===== src/rvDecPkg.sv =====
`default_nettype none

package rvDecPkg;

	// internal register ids, GPRs in 0..63 and specials above
	localparam int regIdWidth = 7;
	typedef logic [regIdWidth-1:0] regId_t;

	localparam regId_t grZero   = 7'h40;
	localparam regId_t grLink   = 7'h41;
	localparam regId_t grStack  = 7'h42;
	localparam regId_t grGlobal = 7'h43;
	// operand is taken from the immediate
	localparam regId_t grImm    = 7'h44;
	localparam regId_t grPc     = 7'h45;

	localparam int immWidth = 33;

	// micro-op class, zero is the invalid op
	typedef enum logic [5:0] {
		ucInvOp,
		ucMovMr,
		ucMovRm,
		ucJcmp,
		ucJsr,
		ucJmp,
		ucAlu3,
		ucShad3,
		ucShadQ3,
		ucMulDiv,
		ucMul3,
		ucLeaMr,
		ucMovIr,
		ucOpIxt
	} uCmd_e;

	typedef enum logic [5:0] {
		ixNone,
		// alu
		ixAdd, ixSub, ixAddSl, ixSubSl,
		ixSltSq, ixSltUq, ixSltSl, ixSltUl,
		ixXor, ixOr, ixAnd,
		// shifts, quad then word
		ixShldQ, ixShlrQ, ixSharQ,
		ixShld, ixShlr, ixShar,
		// branch compares
		ixQeq, ixQne, ixQlt, ixQge, ixQbl, ixQhs,
		// multiply and divide
		ixMulS, ixMulHs, ixMulHsu, ixMulHu,
		ixDivS, ixDivU, ixModS, ixModU,
		ixMul3S,
		ixMulHsl, ixMulHul, ixDivSl, ixDivUl, ixModSl, ixModUl,
		// system
		ixSyse, ixBreak, ixRte, ixSleep,
		ixLdix
	} uIx_e;

	typedef enum logic [3:0] {
		fmtZ,
		fmtRegReg,
		fmtRegImmReg,
		fmtLdDisp,
		fmtStDisp,
		fmtImmReg,
		fmtRegPc,
		fmtPcDisp,
		fmtInv
	} fmt_e;

	typedef enum logic [2:0] {
		ikNone,
		ikI,
		ikIu,
		ikS,
		ikB,
		ikJ,
		ikU
	} immKind_e;

	// access class, wide is for doubleword loads and stores
	typedef enum logic [2:0] {
		ctyScalar = 3'd0,
		ctyWide   = 3'd1
	} uCty_e;

	typedef struct packed {
		regId_t rs1Id;
		regId_t rs2Id;
		regId_t rdId;
	} regFields_t;

	typedef struct packed {
		uCmd_e    uCmd;
		uIx_e     uIx;
		fmt_e     fmt;
		immKind_e immKind;
		uCty_e    uCty;
		logic [2:0] memWidth;
	} decCtl_t;

	typedef struct packed {
		regId_t regN;
		regId_t regM;
		regId_t regO;
		regId_t regP;
		logic [immWidth-1:0] imm;
		uCmd_e  uCmd;
		// class in the top three bits, index below
		logic [8:0] uIxt;
		logic   immIsShort;
	} uOp_t;

endpackage

`default_nettype wire


===== src/rvRegMap.sv =====
`timescale 1ns/10ps
`default_nettype none

module rvRegMap (
	input  wire logic [31:0]        instr,
	output rvDecPkg::regFields_t    regs
);

	import rvDecPkg::*;

	// x0..x3 land on the special registers, x14/x15 take ids 2 and 3
	function automatic regId_t mapReg(input logic [4:0] field);
		regId_t id;
		id = {2'b00, field};
		if (!field[4]) begin
			case (field[3:0])
				4'h0: id = grZero;
				4'h1: id = grLink;
				4'h2: id = grStack;
				4'h3: id = grGlobal;
				4'he: id = 7'd2;
				4'hf: id = 7'd3;
				default: id = {2'b00, field};
			endcase
		end
		return id;
	endfunction

	assign regs.rs1Id = mapReg(instr[19:15]);
	assign regs.rs2Id = mapReg(instr[24:20]);
	assign regs.rdId  = mapReg(instr[11:7]);

endmodule

`default_nettype wire


===== src/rvImmGen.sv =====
`timescale 1ns/10ps
`default_nettype none

module rvImmGen (
	input  wire logic [31:0]                  instr,
	input  rvDecPkg::immKind_e                immKind,
	output logic [rvDecPkg::immWidth-1:0]     imm
);

	import rvDecPkg::*;

	logic sgn;

	assign sgn = instr[31];

	always_comb begin
		case (immKind)
			ikI: begin
				imm = {{21{sgn}}, instr[31:20]};
			end
			ikIu: begin
				imm = {21'b0, instr[31:20]};
			end
			ikS: begin
				imm = {{21{sgn}}, instr[31:25], instr[11:7]};
			end
			// branch offset, already divided by two
			ikB: begin
				imm = {{21{sgn}}, instr[31], instr[7], instr[30:25], instr[11:8]};
			end
			// jump offset, also halved
			ikJ: begin
				imm = {{13{sgn}}, instr[31], instr[19:12], instr[20], instr[30:21]};
			end
			ikU: begin
				imm = {sgn, instr[31:12], 12'h000};
			end
			default: begin
				imm = '0;
			end
		endcase
	end

endmodule

`default_nettype wire


===== src/rvOpDecode.sv =====
`timescale 1ns/10ps
`default_nettype none

module rvOpDecode #(
	parameter bit enableMulDiv  = 1'b1,
	parameter bit enableWordOps = 1'b1
) (
	input  wire logic [31:0]     instr,
	output rvDecPkg::decCtl_t    ctl
);

	import rvDecPkg::*;

	localparam decCtl_t invCtl = '{
		uCmd: ucInvOp,
		uIx: ixNone,
		fmt: fmtInv,
		immKind: ikNone,
		uCty: ctyScalar,
		memWidth: 3'b000
	};

	logic [2:0] funct3;
	logic       alt;
	logic       isMulDiv;
	logic       rdIsZero;

	assign funct3   = instr[14:12];
	assign alt      = instr[30];
	assign isMulDiv = (instr[31:25] == 7'h01);
	assign rdIsZero = (instr[11:7] == 5'h00);

	// shared alu/shift table, word selects the 32-bit forms
	function automatic decCtl_t aluCtl(input decCtl_t base, input logic [2:0] f3,
			input logic subOk, input logic word);
		decCtl_t c;
		c = base;
		c.uCmd = ucAlu3;
		case (f3)
			3'b000: begin
				if (subOk && alt)
					c.uIx = word ? ixSubSl : ixSub;
				else
					c.uIx = word ? ixAddSl : ixAdd;
			end
			3'b001: begin
				c.uCmd = word ? ucShad3 : ucShadQ3;
				c.uIx  = word ? ixShld : ixShldQ;
			end
			3'b010: c.uIx = word ? ixSltSl : ixSltSq;
			3'b011: c.uIx = word ? ixSltUl : ixSltUq;
			3'b100: c.uIx = ixXor;
			3'b101: begin
				c.uCmd = word ? ucShad3 : ucShadQ3;
				if (alt)
					c.uIx = word ? ixShar : ixSharQ;
				else
					c.uIx = word ? ixShlr : ixShlrQ;
			end
			3'b110: c.uIx = ixOr;
			default: c.uIx = ixAnd;
		endcase
		return c;
	endfunction

	function automatic decCtl_t mulCtl(input decCtl_t base, input logic [2:0] f3,
			input logic word);
		decCtl_t c;
		c = base;
		c.uCmd = ucMulDiv;
		case (f3)
			3'b000: begin
				c.uCmd = word ? ucMul3 : ucMulDiv;
				c.uIx  = word ? ixMul3S : ixMulS;
			end
			3'b001: c.uIx = word ? ixMulHsl : ixMulHs;
			// no separate word form for the mixed-sign high multiply
			3'b010: c.uIx = ixMulHsu;
			3'b011: c.uIx = word ? ixMulHul : ixMulHu;
			3'b100: c.uIx = word ? ixDivSl : ixDivS;
			3'b101: c.uIx = word ? ixDivUl : ixDivU;
			3'b110: c.uIx = word ? ixModSl : ixModS;
			default: c.uIx = word ? ixModUl : ixModU;
		endcase
		return c;
	endfunction

	always_comb begin
		ctl = invCtl;
		case (instr[6:2])
			5'b00000: begin
				ctl.uCmd     = ucMovMr;
				ctl.fmt      = fmtLdDisp;
				ctl.immKind  = ikI;
				ctl.memWidth = funct3;
				ctl.uCty     = (funct3 == 3'b011) ? ctyWide : ctyScalar;
			end
			5'b01000: begin
				ctl.uCmd     = ucMovRm;
				ctl.fmt      = fmtStDisp;
				ctl.immKind  = ikS;
				ctl.memWidth = funct3;
				ctl.uCty     = (funct3 == 3'b011) ? ctyWide : ctyScalar;
			end
			5'b11000: begin
				ctl.uCmd    = ucJcmp;
				ctl.fmt     = fmtRegPc;
				ctl.immKind = ikB;
				case (funct3)
					3'b001: ctl.uIx = ixQne;
					3'b100: ctl.uIx = ixQlt;
					3'b101: ctl.uIx = ixQge;
					3'b110: ctl.uIx = ixQbl;
					3'b111: ctl.uIx = ixQhs;
					// 010 and 011 fall back to equal
					default: ctl.uIx = ixQeq;
				endcase
			end
			5'b11001: begin
				ctl.uCmd    = rdIsZero ? ucJmp : ucJsr;
				ctl.fmt     = fmtRegImmReg;
				ctl.immKind = ikI;
			end
			5'b11011: begin
				ctl.uCmd    = rdIsZero ? ucJmp : ucJsr;
				ctl.fmt     = fmtPcDisp;
				ctl.immKind = ikJ;
			end
			5'b00100: begin
				ctl.fmt     = fmtRegImmReg;
				ctl.immKind = ikI;
				ctl         = aluCtl(ctl, funct3, 1'b0, 1'b0);
			end
			5'b01100: begin
				ctl.fmt = fmtRegReg;
				if (!isMulDiv)
					ctl = aluCtl(ctl, funct3, 1'b1, 1'b0);
				else if (enableMulDiv)
					ctl = mulCtl(ctl, funct3, 1'b0);
			end
			5'b00110: begin
				if (enableWordOps) begin
					ctl.fmt     = fmtRegImmReg;
					ctl.immKind = ikI;
					ctl         = aluCtl(ctl, funct3, 1'b0, 1'b1);
				end
			end
			5'b01110: begin
				if (enableWordOps) begin
					ctl.fmt = fmtRegReg;
					if (!isMulDiv)
						ctl = aluCtl(ctl, funct3, 1'b1, 1'b1);
					else if (enableMulDiv)
						ctl = mulCtl(ctl, funct3, 1'b1);
				end
			end
			5'b11100: begin
				if (funct3 == 3'b000) begin
					ctl.uCmd = ucOpIxt;
					ctl.fmt  = fmtZ;
					case (instr[23:20])
						4'h0: ctl.uIx = ixSyse;
						4'h1: ctl.uIx = ixBreak;
						4'h2: ctl.uIx = ixRte;
						4'h5: ctl.uIx = ixSleep;
						default: ctl = invCtl;
					endcase
				end
			end
			5'b00101: begin
				ctl.uCmd    = ucLeaMr;
				ctl.fmt     = fmtPcDisp;
				ctl.immKind = ikU;
			end
			5'b01101: begin
				ctl.uCmd    = ucMovIr;
				ctl.uIx     = ixLdix;
				ctl.fmt     = fmtImmReg;
				ctl.immKind = ikU;
			end
			default: begin
				ctl = invCtl;
			end
		endcase

		// compressed or longer encodings are not handled here
		if (instr[1:0] != 2'b11 || ctl.uCmd == ucInvOp)
			ctl = invCtl;
	end

endmodule

`default_nettype wire


===== src/rvOperandSel.sv =====
`timescale 1ns/10ps
`default_nettype none

module rvOperandSel (
	input  rvDecPkg::decCtl_t                 ctl,
	input  rvDecPkg::regFields_t              regs,
	input  wire logic [rvDecPkg::immWidth-1:0] imm,
	input  wire logic [31:0]                  instr,
	input  wire logic                         userMode,
	output rvDecPkg::uOp_t                    next
);

	import rvDecPkg::*;

	logic userReject;

	// user code may not write x4
	assign userReject = userMode && (instr[11:7] == 5'h04);

	always_comb begin
		next            = '0;
		next.regN       = grZero;
		next.regM       = grZero;
		next.regO       = grZero;
		next.regP       = grZero;
		next.uCmd       = ctl.uCmd;
		next.uIxt       = {ctl.uCty, ctl.uIx};
		next.immIsShort = 1'b0;

		case (ctl.fmt)
			fmtRegReg: begin
				next.regM = regs.rs1Id;
				next.regO = regs.rs2Id;
				next.regN = regs.rdId;
				next.imm  = {21'b0, instr[31:20]};
			end
			fmtRegImmReg, fmtLdDisp: begin
				next.regM = regs.rs1Id;
				next.regO = grImm;
				next.regN = regs.rdId;
				next.imm  = imm;
			end
			// store data goes out on the N/P ports
			fmtStDisp: begin
				next.regM = regs.rs1Id;
				next.regO = grImm;
				next.regN = regs.rs2Id;
				next.imm  = imm;
			end
			fmtRegPc: begin
				next.regM = regs.rs1Id;
				next.regO = regs.rs2Id;
				next.imm  = imm;
			end
			fmtPcDisp: begin
				next.regM = grPc;
				next.regO = grImm;
				next.regN = regs.rdId;
				next.imm  = imm;
			end
			fmtImmReg: begin
				next.regM = regs.rdId;
				next.regO = grImm;
				next.regN = regs.rdId;
				next.imm  = imm;
			end
			default: begin
				next.imm = '0;
			end
		endcase

		// memory index packs width low bits, a gap, then the sign bit
		if (ctl.fmt == fmtLdDisp || ctl.fmt == fmtStDisp)
			next.uIxt = {ctl.uCty, ctl.memWidth[1:0], 1'b0, ctl.memWidth[2], 2'b00};

		next.regP = next.regN;

		if (userReject) begin
			next.uCmd = ucInvOp;
			next.uIxt = '0;
			next.imm  = '0;
			next.regN = grZero;
			next.regM = grZero;
			next.regO = grZero;
			next.regP = grZero;
		end
	end

endmodule

`default_nettype wire


===== src/rvDecoder.sv =====
`timescale 1ns/10ps
`default_nettype none

module rvDecoder #(
	parameter bit enableMulDiv  = 1'b1,
	parameter bit enableWordOps = 1'b1
) (
	input  wire logic       clock,
	input  wire logic       arstN,
	input  wire logic       instrValid,
	input  wire logic [31:0] instr,
	input  wire logic       hold,
	input  wire logic       userMode,
	output logic            uOpValid,
	output rvDecPkg::uOp_t  uOp
);

	import rvDecPkg::*;

	regFields_t          regs;
	decCtl_t             ctl;
	logic [immWidth-1:0] imm;
	uOp_t                nextUOp;

	rvRegMap regMap (
		.instr(instr),
		.regs(regs)
	);

	rvOpDecode #(
		.enableMulDiv(enableMulDiv),
		.enableWordOps(enableWordOps)
	) opDecode (
		.instr(instr),
		.ctl(ctl)
	);

	rvImmGen immGen (
		.instr(instr),
		.immKind(ctl.immKind),
		.imm(imm)
	);

	rvOperandSel operandSel (
		.ctl(ctl),
		.regs(regs),
		.imm(imm),
		.instr(instr),
		.userMode(userMode),
		.next(nextUOp)
	);

	// output stage, hold freezes both valid and payload
	always_ff @(posedge clock or negedge arstN) begin
		if (!arstN) begin
			uOpValid <= 1'b0;
			uOp      <= '0;
		end else if (!hold) begin
			uOpValid <= instrValid;
			uOp      <= nextUOp;
		end
	end

endmodule

`default_nettype wire


===== config.mk =====
export PLATFORM = sky130hd
export DESIGN_NAME = rvDecoder
export DESIGN_NICKNAME = d
export VERILOG_FILES = /design/src/rvDecPkg.sv /design/src/rvRegMap.sv /design/src/rvImmGen.sv /design/src/rvOpDecode.sv /design/src/rvOperandSel.sv /design/src/rvDecoder.sv
export SDC_FILE = /design/constraint.sdc
export NUM_CORES = 1
export LEC_CHECK = 0
export ABC_AREA = 1
export BUFFER_PORTS_ARGS = -buffer_cell sky130_fd_sc_hd__clkbuf_2
export CAP_MARGIN = 30
export CORE_MARGIN = 3
export CORE_UTILIZATION = 34
export DETAILED_ROUTE_END_ITERATION = 12
export PLACE_DENSITY = 0.63
export REMOVE_ABC_BUFFERS = 1
export SKIP_CTS_REPAIR_TIMING = 1
export SYNTH_ARGS = -nofsm -noshare
export SYNTH_HDL_FRONTEND = slang
export SYNTH_SLANG_ARGS = --single-unit

===== constraint.sdc =====
create_clock -name clock -period 2.15 [get_ports clock]
set_clock_uncertainty 0.15 [all_clocks]
set_input_delay 0.3225 -clock clock [delete_from_list [all_inputs] [get_ports clock]]
set_output_delay 0.3225 -clock clock [all_outputs]
set_load 0.01 [all_outputs]

; ---- Word-level counts from Yosys, hierarchy flattened
; Index checks and enable logic that the tools add are counted.
[classes]
shift = 0
n_addsub = 0
div_mod_pow = 0
n_reduce_logical = 19
order_cmp = 0
n_eq_ne = 50
bitwise_logic = 0
multipliers = 0
muxes = 39
[ops]
columns = cell, n
row1 = 33-bit one-hot mux with 6 select lines, 1
row2 = 6-bit one-hot mux with 7 select lines, 3
row3 = 7-bit one-hot mux with 6 select lines, 3
row4 = 76-bit two-way mux, 1
row5 = 5-bit one-hot mux with 7 select lines, 2
row6 = 7-bit one-hot mux with 10 select lines, 1
row7 = 33-bit one-hot mux with 2 select lines, 1
row8 = 6-bit one-hot mux with 11 select lines, 1
row9 = 14-bit one-hot mux with 4 select lines, 1
row10 = 25-bit two-way mux, 2
row11 = 6-bit one-hot mux with 4 select lines, 2
row12 = 23-bit two-way mux, 2
row13 = 4-bit by 2-bit equality test with 1-bit output (second input constant), 8
row14 = 4-bit one-hot mux with 7 select lines, 1
row15 = 4-bit equality test (second input constant), 6
row16 = 3-bit equality test (second input constant), 7
row17 = 7-bit two-way mux, 3
row18 = 3-bit one-hot mux with 7 select lines, 1
row19 = 4-bit by 3-bit equality test with 1-bit output (second input constant), 5
row20 = 5-bit by 3-bit equality test with 1-bit output (second input constant), 4
row21 = 5-bit by 4-bit equality test with 1-bit output (second input constant), 4
row22 = 5-bit equality test (second input constant), 4
row23 = 4-bit by 1-bit equality test with 1-bit output (second input constant), 4
row24 = 3-bit one-hot mux with 5 select lines, 1
row25 = other kinds (22), 40
[word_totals]
out_inout_bits = 78
ff_bits = 77
latchBits = 0
n_memories = 0
input_bits = 37
ram_bits = 0
rom_bits = 0
wordCells = 116

; ---- Longest topological paths before layout
; Gate-level depths: netlist of the first run.
[logic_depth]
ltp_word = 12
mapped_depth = 18
mapped_depth_nobuf = 17

; ---- By module
; Synthesis of the first run repeated with hierarchy kept, for this count alone.
[hier_totals]
hier_cells = 967
hier_area_um2 = 6077.1
[by_module_without_submodules]
columns = mod, instances, cells_each, area_per_inst_um2
row1 = rvDecoder, 1, 330, 2945.3
row2 = rvOpDecode, 1, 234, 1108.6
row3 = rvOperandSel, 1, 236, 1058.5
row4 = rvImmGen, 1, 134, 799.5
row5 = rvRegMap, 1, 33, 165.2

; ---- Least setup slack after synthesis of the first run
; Ideal clock, no wire load.
[synth_path]
kind = input port to flip-flop
start = in instr[14]
end = reg uOp[65] (netlist name)
path_buffers = 3
cell_stages = 16
path_slack_ns = 0.041
arrival_ns = 1.843
t_required_ns = 1.884
path_cell_list = buf_4 > clkinv_1 > nand2_1 > inv_1 > nand2_1 > nand2_1 > nand3_2 > buf_6 > inv_4 > nand3_4 > nand2_2 > buf_4 > nand2_1 > nand3_1 > nand2_1 > nand2_1
[synth_between]
elab_chain_len = 12
[synth_rtl]
columns = item, line
row1 = from (decl), rvDecoder.sv:11  ; input wire logic [31:0] instr,
row2 = 3-bit by 1-bit equality test with 1-bit output or 3-bit equality test (tied branches), rvOpDecode.sv:39  ; case (f3)
row3 = 2-bit OR reduction (no source line), -
row4 = 1-bit two-way mux or 4-bit two-way mux (tied branches), rvOpDecode.sv:39
row5 = 25-bit two-way mux or 23-bit two-way mux (tied branches), "rvOpDecode.sv:151, rvOpDecode.sv:136"
row6 = 6-bit one-hot mux with 11 select lines, rvOpDecode.sv:90  ; case (instr[6:2])
row7 = 6-bit zero test, rvOpDecode.sv:187  ; if (instr[1:0] != 2'b11 || ctl.uCmd == ucInvOp)
row8 = 1-bit logical OR, rvOpDecode.sv:187
row9 = 25-bit two-way mux *, rvOpDecode.sv:187
row10 = "4-bit by 2-bit equality test with 1-bit output, or another cell as far along", rvOperandSel.sv:30  ; case (ctl.fmt)
row11 = 3-bit OR reduction (no source line) or 2-bit OR reduction (tied branches), -
row12 = 14-bit one-hot mux with 4 select lines *, rvOperandSel.sv:30
row13 = 76-bit two-way mux *, rvOperandSel.sv:78  ; if (userReject) begin
row14 = to (signal assigned), rvDecoder.sv:60  ; uOp <= nextUOp;
row15 = to (decl), rvDecoder.sv:15  ; output rvDecPkg::uOp_t uOp
; Mark *: on every way between the ends. The rest lies on a longest branch, timed or not.
; A chain may end at the register's enable or synchronous reset.

; ---- Worst setup path in the final report of the first run
[layout_path]
start = in instr[6]
end = reg uOp[63] (netlist name)
[layout_between]
elab_chain_len = 10
[layout_rtl]
columns = item, line
row1 = 5-bit equality test, rvOpDecode.sv:90
row2 = 2-bit OR reduction (no source line), -
row3 = 6-bit one-hot mux with 11 select lines, rvOpDecode.sv:90
row4 = 6-bit zero test, rvOpDecode.sv:187
row5 = 1-bit logical OR, rvOpDecode.sv:187
row6 = 25-bit two-way mux *, rvOpDecode.sv:187
row7 = "4-bit by 2-bit equality test with 1-bit output, or another cell as far along", rvOperandSel.sv:30
row8 = 3-bit OR reduction (no source line) or 2-bit OR reduction (tied branches), -
row9 = 14-bit one-hot mux with 4 select lines *, rvOperandSel.sv:30
row10 = 76-bit two-way mux *, rvOperandSel.sv:78
; Marked as above.

==> summary.md, run 1 <==
| Metric | Value |
|---|---|
| Result of the run | `finished, final reports clean` |
| Final Hold Vio Count | `0` |
| Highest fanout seen on the critical path | `6` |
| Critical path capture point type | `flip-flop` |
| Largest net degree at the start of global routing | `63` |
| Clock H-tree levels | `3` |
| Total detailed-routing wirelength | `14,430 µm` |
| Total power of the final layout | `between 3 and 4 mW` |
| Share of the core filled with cells | `0.4829` |
| Critical path origin | `instr[6]` |
| Drt drc | `0` |
| Total global-route track usage | `0.2026` |
| Count of routing violations after the opening detailed-route iteration | `391` |
| Critical Path Sink | `uOp[63]$_DFFE_PN0N_` |
| Placeable core region | `0.01226 mm²` |
| Initial Util | `0.3541` |
| Reg2reg start | `uOp[69]$_DFFE_PN0N_` |
| Routability cong. | `0.9346` |
| Worst Reg2Reg Path Length in Cells | `3` |
| Horizontal extent of the die | `119 µm` |
| Proportion of power drawn by the clock network | `0.468` |
| Number of buffers on the longest clock path | `2` |
| IO buf count | `~110` |
| Fin nets | `872` |
| Logic gate share of total power | `0.146` |
| Worst Tran Pin Value | `0.6087 ns` |
| Worst IR drop on VDD | `about 0.00036 V` |
| Worst Slack Setup Final | `a little over 0.2 ns` |
| Die area | `roughly 0.014 mm²` |
| Number of max-cap violations | `0` |
| Sw Share | `0.2632` |
| Per-cell via count in the routed design | `4.839` |
| Count of antenna-violating nets left after detailed routing | `0` |
| GRT Residual Overflow | `0` |
| Number of sinks driven by the clock tree | `62` |
| Clock input transition at the sequential cells of the worst setup and hold paths | `0.05 ns` |
| Number of vias after detailed routing | `~4,900` |
| Cell area after technology mapping | `0.004342 mm²` |
| Reg2reg setup slack | `1.14 ns` |
| Primary flip-flop cell chosen by synthesis mapping | `sky130_fd_sc_hd__dfrtp_1` |
| WHS | `0.02626 ns` |
| Root buf cell | `sky130_fd_sc_hd__clkbuf_16` |
| Number of buffers inserted during clock tree synthesis | `9` |
| Core Rows | `40` |
| I/O pin count | `115` |
| Data required, critical path | `2.28 ns` |
| Number of global-route vias before repair | `4,533` |
| Path type of the worst setup path | `in2reg` |
| Hold path start | `instrValid` |
| Fraction of the yosys area taken by sequential cells | `0.3573` |
| # diodes | `0` |
| Flops & latches, synth | `62` |
| Proportion of layout cells with a drive suffix above 1 | `0.2919` |
| Clock tree from TritonCTS | `built` |
| Layout overhead on the synthesized area | `36.37%` |
| Leading cell types in the layout, fill and taps excluded | `sky130_fd_sc_hd__nand2_1, sky130_fd_sc_hd__clkbuf_2, sky130_fd_sc_hd__buf_4, sky130_fd_sc_hd__nand3_1, sky130_fd_sc_hd__dfrtp_1` |
| Worst slew margin | `0.5942` |
| Internal Power | `2.249 mW` |
| Power share of the sequential group | `0.386` |
| Skew-Pair Late Insertion Delay | `roughly 0.34 ns` |
| Mean cell area of the mapped netlist | `~6.6 µm²` |
| Leakage dissipation | `3.315 nW` |
| Unique cell type count in the Yosys netlist | `42` |
| Async SR Flop Fraction | `1.000` |
| Data arrival time of the worst path | `2.07 ns` |
| End of the worst register-to-register path | `uOp[69]$_DFFE_PN0N_` |
| Share of the clock period used by the worst path | `0.9049` |
| Switch Pwr | `approximately 800 µW` |
| Syn. warnings | `0` |
| Setup tns final | `0 ns` |
| Classification of the worst-slack hold path | `in2reg` |
| Unrepaired setup endpoints after global routing | `false` |
| Half-perimeter wire length of the detailed placement result | `between 10,000 and 15,000 µm` |
| First-pass GRT wire length | `between 20,000 and 25,000 µm` |
| Ratio of total power to cell area | `515.5 mW/mm²` |
| Timing-limited maximum frequency | `around 510 MHz` |
| Setup violation total in the final timing report | `0` |
| Setup crit start kind | `primary input` |
| Most common library cell in the layout ignoring fill and taps | `sky130_fd_sc_hd__nand2_1` |
| DIE HEIGHT | `about 120 µm` |
| Number of enable-type register cells in the synthesized netlist | `0` |
| Fillcell total | `1,294` |
| DR WL/cell | `14.37 µm` |
| Post-layout minimum cycle time | `1.945 ns` |
| Post-Synthesis Cells | `around 650` |
| Max-slew violations | `0` |
| Number of antenna violations at the first check in global routing | `0` |
| Number of optimization iterations in the first detailed-route pass | `5` |
| Worst-case setup slack after placement | `-0.1954 ns` |
[power by group through the flow]
| stage | logic, mW | registers (mW) | clock network, mW |
|---|---|---|---|
| after floorplan | 0.168 | 1.20 | 0 |
| after global placement | 0.438 | 1.20 | 0 |
| after detailed placement | 0.438 | 1.20 | 0 |
| after CTS | 0.439 | 1.18 | 1.48 |
| after global routing | 0.489 | 1.18 | 1.52 |
| final | 0.446 | 1.18 | 1.43 |
[how the worst min path moves through the flow]
| stage | cells after the start | to |
|---|---|---|
| 2_1_floorplan | 0 | uOpValid$_DFFE_PN0N_ |
| 3_3_place_gp | 2 | uOp[46]$_DFFE_PN0N_ |
| 3_5_place_dp | 2 | uOp[46]$_DFFE_PN0N_ |
| 4_1_cts | 2 | uOp[37]$_DFFE_PN0N_ |
| 5_1_grt | 3 | uOpValid$_DFFE_PN0N_ |
| 6_report | 3 | uOpValid$_DFFE_PN0N_ |
[routing by layer]
metal	vias up	routed length (µm)	part of all wire	global-route usage
met5	-	0	0	0
met4	0	295	0.020	0.07893
met3	24	813	0.056	0.03799
met2	171	6650	0.46	0.3218
met1	2194	6668	0.46	0.2725
li1	2469	-	-	-
[state kept, by name (all words and copies together) (netlist names)]
name and cells:
uOpValid 1, uOp 61
[area by class of cell]
class / instances / area (µm²) / area share
Multi-Input combinational cell: 496 / 2350 / 0.3969
Clock inverter: 4 / 47.55 / 0.008030
Tap cell: 168 / 210.2 / 0.03550
Inverter: 66 / 250.2 / 0.04227
Sequential cell: 62 / 1551 / 0.2620
Clock buffer: 11 / 242.7 / 0.04100
Timing Repair Buffer: 197 / 1269 / 0.2143
[cell usage after synthesis (2+ instances only)]
master | n | area, µm²
sky130_fd_sc_hd__ha_1 | 3 | 37.54
sky130_fd_sc_hd__nor2_1 | 50 | 187.7
sky130_fd_sc_hd__o21ai_1 | 17 | 85.08
sky130_fd_sc_hd__buf_4 | 22 | 165.2
sky130_fd_sc_hd__nand2_2 | 3 | 18.77
sky130_fd_sc_hd__clkbuf_1 | 12 | 45.04
sky130_fd_sc_hd__nor3_1 | 8 | 40.04
sky130_fd_sc_hd__o21ai_2 | 3 | 26.28
sky130_fd_sc_hd__nand2_1 | 231 | 867.1
sky130_fd_sc_hd__a221oi_1 | 2 | 17.52
sky130_fd_sc_hd__nor2_2 | 6 | 37.54
sky130_fd_sc_hd__inv_1 | 58 | 217.7
sky130_fd_sc_hd__a31oi_1 | 8 | 50.05
sky130_fd_sc_hd__o31ai_1 | 6 | 45.04
sky130_fd_sc_hd__nor2_4 | 3 | 33.78
sky130_fd_sc_hd__nand3_1 | 70 | 350.3
sky130_fd_sc_hd__inv_2 | 6 | 22.52
sky130_fd_sc_hd__or2_2 | 2 | 12.51
sky130_fd_sc_hd__nand3_2 | 4 | 40.04
sky130_fd_sc_hd__o21ai_0 | 23 | 115.1
sky130_fd_sc_hd__o211ai_1 | 2 | 15.01
sky130_fd_sc_hd__buf_6 | 2 | 22.52
sky130_fd_sc_hd__dfrtp_1 | 62 | 1551
sky130_fd_sc_hd__a211oi_1 | 2 | 15.01
sky130_fd_sc_hd__nand4_1 | 8 | 50.05
sky130_fd_sc_hd__a21oi_1 | 21 | 105.1
sky130_fd_sc_hd__o2111ai_1 | 4 | 35.03
[critical path, stage by stage]
cell,delay [ns]
sky130_fd_sc_hd__clkbuf_2,0.13
sky130_fd_sc_hd__nor2_1,0.11
sky130_fd_sc_hd__nand3_1,0.18
sky130_fd_sc_hd__nand2_2,0.17
sky130_fd_sc_hd__inv_2,0.05
sky130_fd_sc_hd__nand3_1,0.15
sky130_fd_sc_hd__nand4_1,0.17
sky130_fd_sc_hd__nor2_2,0.16
sky130_fd_sc_hd__nand2_1,0.10
sky130_fd_sc_hd__nand2_1,0.12
sky130_fd_sc_hd__buf_4,0.15
sky130_fd_sc_hd__nand2_1,0.05
sky130_fd_sc_hd__nand3_1,0.07
sky130_fd_sc_hd__nand2_1,0.07
sky130_fd_sc_hd__nand2_1,0.06
[cell families after synthesis]
family / after synthesis / synth area share
adder cells (fa/ha/maj): 3 / 0.008646
AND/OR/NAND/NOR: 391 / 0.3934
flip-flops: 62 / 0.3573
other: 1 / 0.0008637
AO/OA/AOI/OAI: 93 / 0.1274
buffers and inverters: 103 / 0.1124
[through the flow]
stage | std cells | area [µm²]
2_1_floorplan | 624 | 4134
3_3_place_gp | 988 | 5603
3_5_place_dp | 988 | 5603
4_1_cts | 1003 | 5893
5_1_grt | 1004 | 5921
6_report | 1004 | 5921
Note: power is estimated with default switching activity, not from simulation.
==> run 2, diff against run 1 <==
PLACE_DENSITY = default   (was 0.63)
PLACE_DENSITY_LB_ADDON = 0.1   (was default)
==> run 2 against run 1 <==
Net effect: power grew 3.7%; hold slack better by 0.0092 ns; cell area up 2.3%; via count is 2.0% higher; die area stayed put; core utilization grew 1.1 points; sequential share of layout area down 0.58 points; flip-flop and latch count is the same; worst setup slack got worse by 0.0050 ns; register-to-register slack worse by 0.06 ns; final cell count is 1.2% higher; critical endpoint is now uOp[66]$_DFFE_PN0N_; highest routed layer unchanged.
==> summary.md, run 2 (synthesis results as in run 1) <==
| Metric | Value |
|---|---|
| Result of the run | `finished, final reports clean` |
| Number of buffers inserted during clock tree synthesis | `9 (unchanged)` |
| Number of antenna violations at the first check in global routing | `0 (unchanged)` |
| Leakage dissipation | `3.382 nW (+2.0%)` |
| Worst IR drop on VDD | `0.0002984 V (-18%)` |
| Share of the clock period used by the worst path | `0.9072 (+0.002305)` |
| Critical path capture point type | `flip-flop` |
| # diodes | `0 (unchanged)` |
| Final Hold Vio Count | `0 (unchanged)` |
| WHS | `0.03550 ns (+0.009246 ns)` |
| Routability cong. | `0.9037 (-3.3%)` |
| IO buf count | `105 (unchanged)` |
| Total detailed-routing wirelength | `15,880 µm (+10%)` |
| Clock tree from TritonCTS | `built` |
| Number of flip-flops in the largest register | `61 (unchanged)` |
| Root buf cell | `sky130_fd_sc_hd__clkbuf_16` |
| Skew-Pair Late Insertion Delay | `0.34 ns (about the same)` |
| Half-perimeter wire length of the detailed placement result | `12,460 µm (+11%)` |
| Placeable core region | `0.01226 mm² (unchanged)` |
| Worst slew margin | `0.5910 (-0.003206)` |
| Worst Reg2Reg Path Length in Cells | `3 (unchanged)` |
| Drt drc | `0 (unchanged)` |
| Number of vias after detailed routing | `4,957 (+2.0%)` |
| First-pass GRT wire length | `26,080 µm (+13%)` |
| Clock H-tree levels | `3 (unchanged)` |
| Hold Path Cell Cnt | `3 (unchanged)` |
| Fillcell total | `1,286 (-0.62%)` |
| Most common library cell in the layout ignoring fill and taps | `sky130_fd_sc_hd__nand2_1` |
| Biggest registers after layout | `uOp x61, uOpValid x1` |
| Number of sinks driven by the clock tree | `62 (unchanged)` |
| Count of antenna-violating nets left after detailed routing | `0 (unchanged)` |
| Reg2reg start | `uOp[69]$_DFFE_PN0N_` |
| Total global-route track usage | `0.2317 (+0.02914)` |
| Unrepaired setup endpoints after global routing | `false` |
| Reg2reg setup slack | `1.08 ns (-0.06 ns)` |
| Hold path start | `instrValid` |
| Ratio of total power to cell area | `522.4 mW/mm² (+1.3%)` |
| Leading cell types in the layout, fill and taps excluded | `sky130_fd_sc_hd__nand2_1, sky130_fd_sc_hd__clkbuf_2, sky130_fd_sc_hd__buf_4, sky130_fd_sc_hd__nand3_1, sky130_fd_sc_hd__dfrtp_1` |
| Count of routing violations after the opening detailed-route iteration | `431 (+10%)` |
| Number of max-cap violations | `0 (unchanged)` |
| Post-layout minimum cycle time | `1.950 ns (+0.004956 ns)` |
| End of the worst register-to-register path | `uOp[69]$_DFFE_PN0N_` |
| Timing-limited maximum frequency | `512.7 MHz (-0.25%)` |
| Register containing the most flip-flops in the final layout | `uOp` |
| Clock input transition at the sequential cells of the worst setup and hold paths | `0.05 ns (about the same)` |
| Die area | `0.01416 mm² (unchanged)` |
| Total placed instance area | `0.005710 mm² (+1.9%)` |
| I/O pin count | `115 (unchanged)` |
| Path type of the worst setup path | `in2reg` |
| Number of buffers on the longest clock path | `2 (unchanged)` |
| Worst Tran Pin Value | `0.6135 ns (+0.004808 ns)` |
| Post-route standard cell area excluding fillers | `0.006056 mm² (+2.3%)` |
| Setup tns final | `0 ns (unchanged)` |
| Fin nets | `883 (+1.3%)` |
| Data arrival time of the worst path | `2.08 ns (about the same)` |
| Layout overhead on the synthesized area | `39.48%` |
| DIE HEIGHT | `119 µm (unchanged)` |
| Highest fanout seen on the critical path | `6 (unchanged)` |
| Max-slew violations | `0 (unchanged)` |
| Proportion of layout cells with a drive suffix above 1 | `0.3054 (+0.01356)` |
| Share of the core filled with cells | `0.4939 (+0.01102)` |
| Data required, critical path | `2.28 ns (about the same)` |
| Largest net degree at the start of global routing | `63 (unchanged)` |
| Setup violation total in the final timing report | `0 (unchanged)` |
| Horizontal extent of the die | `119 µm (unchanged)` |
| Number of optimization iterations in the first detailed-route pass | `5 (unchanged)` |
| GRT Residual Overflow | `0 (unchanged)` |
| Setup crit start kind | `primary input` |
| Total power of the final layout | `3.164 mW (+3.7%)` |
| Hold EP | `uOpValid$_DFFE_PN0N_` |
| Classification of the worst-slack hold path | `in2reg` |
| Core Rows | `40 (unchanged)` |
| Initial Util | `0.3541 (unchanged)` |
| DR WL/cell | `15.63 µm (+8.8%)` |
| Number of global-route vias before repair | `4,935 (+8.9%)` |
| Per-cell via count in the routed design | `4.879 (+0.83%)` |
-- run 2: critical path: stages --
cell	delay, ns
sky130_fd_sc_hd__clkbuf_2	0.15
sky130_fd_sc_hd__nor2_1	0.12
sky130_fd_sc_hd__nand3_1	0.16
sky130_fd_sc_hd__nand2_1	0.20
sky130_fd_sc_hd__inv_2	0.05
sky130_fd_sc_hd__nand3_1	0.14
sky130_fd_sc_hd__nand4_1	0.15
sky130_fd_sc_hd__nor2_1	0.18
sky130_fd_sc_hd__nand2_1	0.12
sky130_fd_sc_hd__nand2_2	0.11
sky130_fd_sc_hd__buf_4	0.14
sky130_fd_sc_hd__nand2_1	0.05
sky130_fd_sc_hd__nand3_1	0.08
sky130_fd_sc_hd__nand2_1	0.06
sky130_fd_sc_hd__nand2_1	0.05
-- run 2: how the worst max path moves through the flow --
| stage | cells past startpoint | from | to | slack (ns) |
|---|---|---|---|---|
| after global routing | 18 | instr[4] | uOp[51]$_DFFE_PN0N_ | 0.006 |
| after CTS | 16 | instr[2] | uOp[66]$_DFFE_PN0N_ | 0.05 |
| after global placement | 15 | instr[6] | uOp[51]$_DFFE_PN0N_ | -0.28 |
| after floorplan | 14 | instr[4] | uOp[65]$_DFFE_PN0N_ | -0.01 |
| final | 15 | instr[6] | uOp[66]$_DFFE_PN0N_ | 0.20 |
| after detailed placement | 16 | instr[2] | uOp[66]$_DFFE_PN0N_ | -0.30 |
-- run 2: report_power, final --
| part | leakage (nW) | switching (mW) | internal [mW] |
|---|---|---|---|
| combinational | 2.39 | 0.303 | 0.173 |
| clock | 0.146 | 0.550 | 0.959 |
| sequential | 0.849 | 0.00434 | 1.17 |
-- run 2: routing by layer --
| layer | wire length, µm | up-vias | GRT usage |
|---|---|---|---|
| li1 | - | 2496 | - |
| met1 | 7485 | 2300 | 0.3110 |
| met2 | 7442 | 140 | 0.3776 |
| met3 | 610 | 21 | 0.03466 |
| met4 | 342 | 0 | 0.08617 |
| met5 | 0 | - | 0 |
-- run 2: area by class of cell --
class                           instances  area [µm²]  share of cell area
Clock inverter                          3       42.54            0.007025
Inverter                               66       250.2             0.04132
Timing Repair Buffer                  208        1376              0.2273
Multi-Input combinational cell        496        2365              0.3905
Clock buffer                           13       260.3             0.04298
Sequential cell                        62        1551              0.2562
Tap cell                              168       210.2             0.03471
-- run 2: through the flow --
stage	std cells	worst slack [ns]
after detailed placement	999	-0.3018
after global placement	999	-0.2763
final	1016	0.1996
after CTS	1015	0.04895
after global routing	1016	0.006354
after floorplan	624	-0.01215
==> run 3, diff against run 2 <==
CTS_BUF_LIST = sky130_fd_sc_hd__clkbuf_4 sky130_fd_sc_hd__clkbuf_8   (was default)
==> run 3 against run 2 <==
Net effect: combinational power barely moved; die area did not move; first-iteration DRC count rose by 14%; critical path depth did not move; core utilization fell by 0.84 points; non-clock buffer count did not move; cell area fell by 1.7%.
==> summary.md, run 3 (synthesis results as in run 1) <==
| Metric | Value |
|---|---|
| Hold EP | `uOpValid$_DFFE_PN0N_` |
| Count of routing violations after the opening detailed-route iteration | `491 (+14%)` |
| Share of the clock period used by the worst path | `0.9302 (+0.02302)` |
| Total placed cells including tap cells | `999 (unchanged)` |
| DIE HEIGHT | `119 µm (unchanged)` |
| Number of buffers on the longest clock path | `2 (unchanged)` |
| Timing-limited maximum frequency | `500.0 MHz (-2.5%)` |
| Biggest registers after layout | `uOp x61, uOpValid x1` |
| Number of global-route vias before repair | `4,913 (-0.45%)` |
| Clock H-tree levels | `3 (unchanged)` |
| Number of sinks driven by the clock tree | `62 (unchanged)` |
| Data required, critical path | `2.30 ns (+0.02 ns)` |
| Per-cell via count in the routed design | `4.892 (+0.26%)` |
| End of the worst register-to-register path | `uOp[69]$_DFFE_PN0N_` |
| Sw Share | `0.2889 (+0.01782)` |
| Number of optimization iterations in the first detailed-route pass | `6 (+1)` |
| Power share of the sequential group | `0.425 (+0.053)` |
| Proportion of power drawn by the clock network | `0.404 (-0.073)` |
| Worst Tran Pin Value | `0.6221 ns (+0.008619 ns)` |
| Routability cong. | `0.9037 (unchanged)` |
| Post-route standard cell area excluding fillers | `0.005953 mm² (-1.7%)` |
| Clock input transition at the sequential cells of the worst setup and hold paths | `0.07 ns (+0.02 ns)` |
| Worst IR drop on VDD | `0.0002642 V (-11%)` |
| Family with the most delay on the worst path | `simple AND/OR/NAND/NOR gates` |
| Most common library cell in the layout ignoring fill and taps | `sky130_fd_sc_hd__nand2_1` |
| Final Hold Vio Count | `0 (unchanged)` |
| Worst-case setup slack after placement | `-0.3018 ns (unchanged)` |
| Setup crit start kind | `primary input` |
| IO buf count | `105 (unchanged)` |
| Layout overhead on the synthesized area | `37.12%` |
| Switch Pwr | `799.5 µW (-6.8%)` |
| Initial Util | `0.3541 (unchanged)` |
| Result of the run | `finished, final reports clean` |
| First-pass GRT wire length | `26,040 µm (-0.13%)` |
| Total global-route track usage | `0.2298 (-0.001911)` |
| Core Rows | `40 (unchanged)` |
| Root buf cell | `sky130_fd_sc_hd__clkbuf_8` |
| Highest fanout seen on the critical path | `6 (unchanged)` |
| Worst slew margin | `0.5853 (-0.005745)` |
| Die area | `0.01416 mm² (unchanged)` |
| Reg2reg setup slack | `1.08 ns (about the same)` |
| Skew-Pair Late Insertion Delay | `0.35 ns (about the same)` |
| Placeable core region | `0.01226 mm² (unchanged)` |
| Drt drc | `0 (unchanged)` |
| Worst Slack Setup Final | `0.1501 ns (-0.04950 ns)` |
| Ratio of total power to cell area | `464.9 mW/mm² (-11%)` |
| Final standard cell count with taps included and fillers excluded | `1,016 (unchanged)` |
| Worst Reg2Reg Path Length in Cells | `3 (unchanged)` |
| Count of buffer and inverter cells on the critical path | `3 (unchanged)` |
| Total power of the final layout | `2.767 mW (-13%)` |
| Path type of the worst setup path | `in2reg` |
| Count of antenna-violating nets left after detailed routing | `0 (unchanged)` |
| Largest net degree at the start of global routing | `63 (unchanged)` |
| Number of flip-flops in the largest register | `61 (unchanged)` |
| Clock tree from TritonCTS | `built` |
| Leading cell types in the layout, fill and taps excluded | `sky130_fd_sc_hd__nand2_1, sky130_fd_sc_hd__clkbuf_2, sky130_fd_sc_hd__buf_4, sky130_fd_sc_hd__nand3_1, sky130_fd_sc_hd__dfrtp_1` |
| Number of vias after detailed routing | `4,970 (+0.26%)` |
| Half-perimeter wire length of the detailed placement result | `12,460 µm (unchanged)` |
| Cell Chain, Critical Path | `clkbuf_2, nor2_1, nand3_1, nand2_1, inv_2, nand3_1, nand4_1, nor2_1, nand2_1, nand2_1, buf_4, nand2_1, nand3_1, nand2_1, nand2_1` |
| Data arrival time of the worst path | `2.15 ns (+0.07 ns)` |
| I/O pin count | `115 (unchanged)` |
| # diodes | `0 (unchanged)` |
| Max-slew violations | `0 (unchanged)` |
| Hold path start | `instrValid` |
| GRT Residual Overflow | `0 (unchanged)` |
| Proportion of layout cells with a drive suffix above 1 | `0.3042 (-0.001179)` |
| Critical path capture point type | `flip-flop` |
| Register containing the most flip-flops in the final layout | `uOp` |
| Total placed instance area | `0.005710 mm² (unchanged)` |
| Number of max-cap violations | `0 (unchanged)` |
| Leakage dissipation | `3.343 nW (-1.2%)` |
| Hold Path Cell Cnt | `3 (unchanged)` |
| Internal Power | `1.968 mW (-15%)` |
| Total detailed-routing wirelength | `15,790 µm (-0.58%)` |
| Cell seen most often among critical-path stages | `sky130_fd_sc_hd__nand2_1` |
| Logic gate share of total power | `0.171 (+0.021)` |
| Setup violation total in the final timing report | `0 (unchanged)` |
| Number of antenna violations at the first check in global routing | `0 (unchanged)` |
| Post-layout minimum cycle time | `2.000 ns (+0.04950 ns)` |
| Horizontal extent of the die | `119 µm (unchanged)` |
| Classification of the worst-slack hold path | `in2reg` |
| Reg2reg start | `uOp[69]$_DFFE_PN0N_` |
| DR WL/cell | `15.54 µm (-0.58%)` |
| Worst-path cell with the longest stage delay | `sky130_fd_sc_hd__nand2_1` |
| Number of buffers inserted during clock tree synthesis | `9 (unchanged)` |
| Fin nets | `883 (unchanged)` |
| Slowest cell delay on critical path | `0.20 ns (about the same)` |
[run 3: cell types whose count changed in the layout (fill, tap and decap cells not counted)]
| cell | delta |
|---|---|
| sky130_fd_sc_hd__a21oi_2 | -1 |
| sky130_fd_sc_hd__nand2_1 | +2 |
| sky130_fd_sc_hd__clkbuf_16 | -9 |
| sky130_fd_sc_hd__clkbuf_8 | +9 |
| sky130_fd_sc_hd__clkbuf_4 | +2 |
| sky130_fd_sc_hd__nand2_2 | -2 |
| sky130_fd_sc_hd__a21oi_1 | +1 |
| sky130_fd_sc_hd__clkbuf_1 | -2 |
[run 3: worst max-delay path by stage]
stage / startpoint / endpoint / slack [ns] / depth (start not counted)
floorplan: instr[4] / uOp[65]$_DFFE_PN0N_ / -0.01 / 14
global placement: instr[6] / uOp[51]$_DFFE_PN0N_ / -0.28 / 15
detailed placement: instr[2] / uOp[66]$_DFFE_PN0N_ / -0.30 / 16
CTS: instr[2] / uOp[66]$_DFFE_PN0N_ / 0.07 / 16
global route: instr[3] / uOp[63]$_DFFE_PN0N_ / -0.002 / 16
finish: instr[6] / uOp[66]$_DFFE_PN0N_ / 0.15 / 15
[run 3: worst reg2reg max path, stage by stage (launching register included)]
cell,delay [ns]
sky130_fd_sc_hd__dfrtp_1,0.42
sky130_fd_sc_hd__or2_2,0.30
sky130_fd_sc_hd__nand2_1,0.06
sky130_fd_sc_hd__inv_1,0.03
[run 3: power groups by stage]
stage	clock [mW]	sequential [mW]	combinational (mW)
after floorplan	0	1.20	0.168
after global placement	0	1.20	0.468
after detailed placement	0	1.20	0.468
after CTS	1.14	1.18	0.470
after global routing	1.19	1.18	0.522
final	1.12	1.18	0.474
[run 3: final cells by class]
| cell class | count | area (µm²) |
|---|---|---|
| Tap cell | 168 | 210.2 |
| Multi-Input combinational cell | 496 | 2356 |
| Clock buffer | 13 | 166.4 |
| Fill cell | 1291 | 6309 |
| Sequential cell | 62 | 1551 |
| Clock inverter | 3 | 42.54 |
| Inverter | 66 | 250.2 |
| Timing Repair Buffer | 208 | 1376 |
[run 3: per-stage QoR]
step             util  setup TNS (ns)  hold slack [ns]
4_1_cts        0.4828               0          -0.1711
5_1_grt        0.4855       -0.001515          0.05525
6_report       0.4855               0          0.02241
3_3_place_gp   0.4657          -6.978           0.2186
3_5_place_dp   0.4657          -8.837           0.2242
2_1_floorplan       -        -0.06011          -0.1231
[run 3: metal layers]
layer  track usage  vias to the layer above  part of all wire
met1        0.3113                     2304              0.47
li1              -                     2486                 -
met3       0.03276                       17             0.044
met2        0.3797                      163              0.47
met5             0                        -                 0
met4       0.07024                        0             0.017
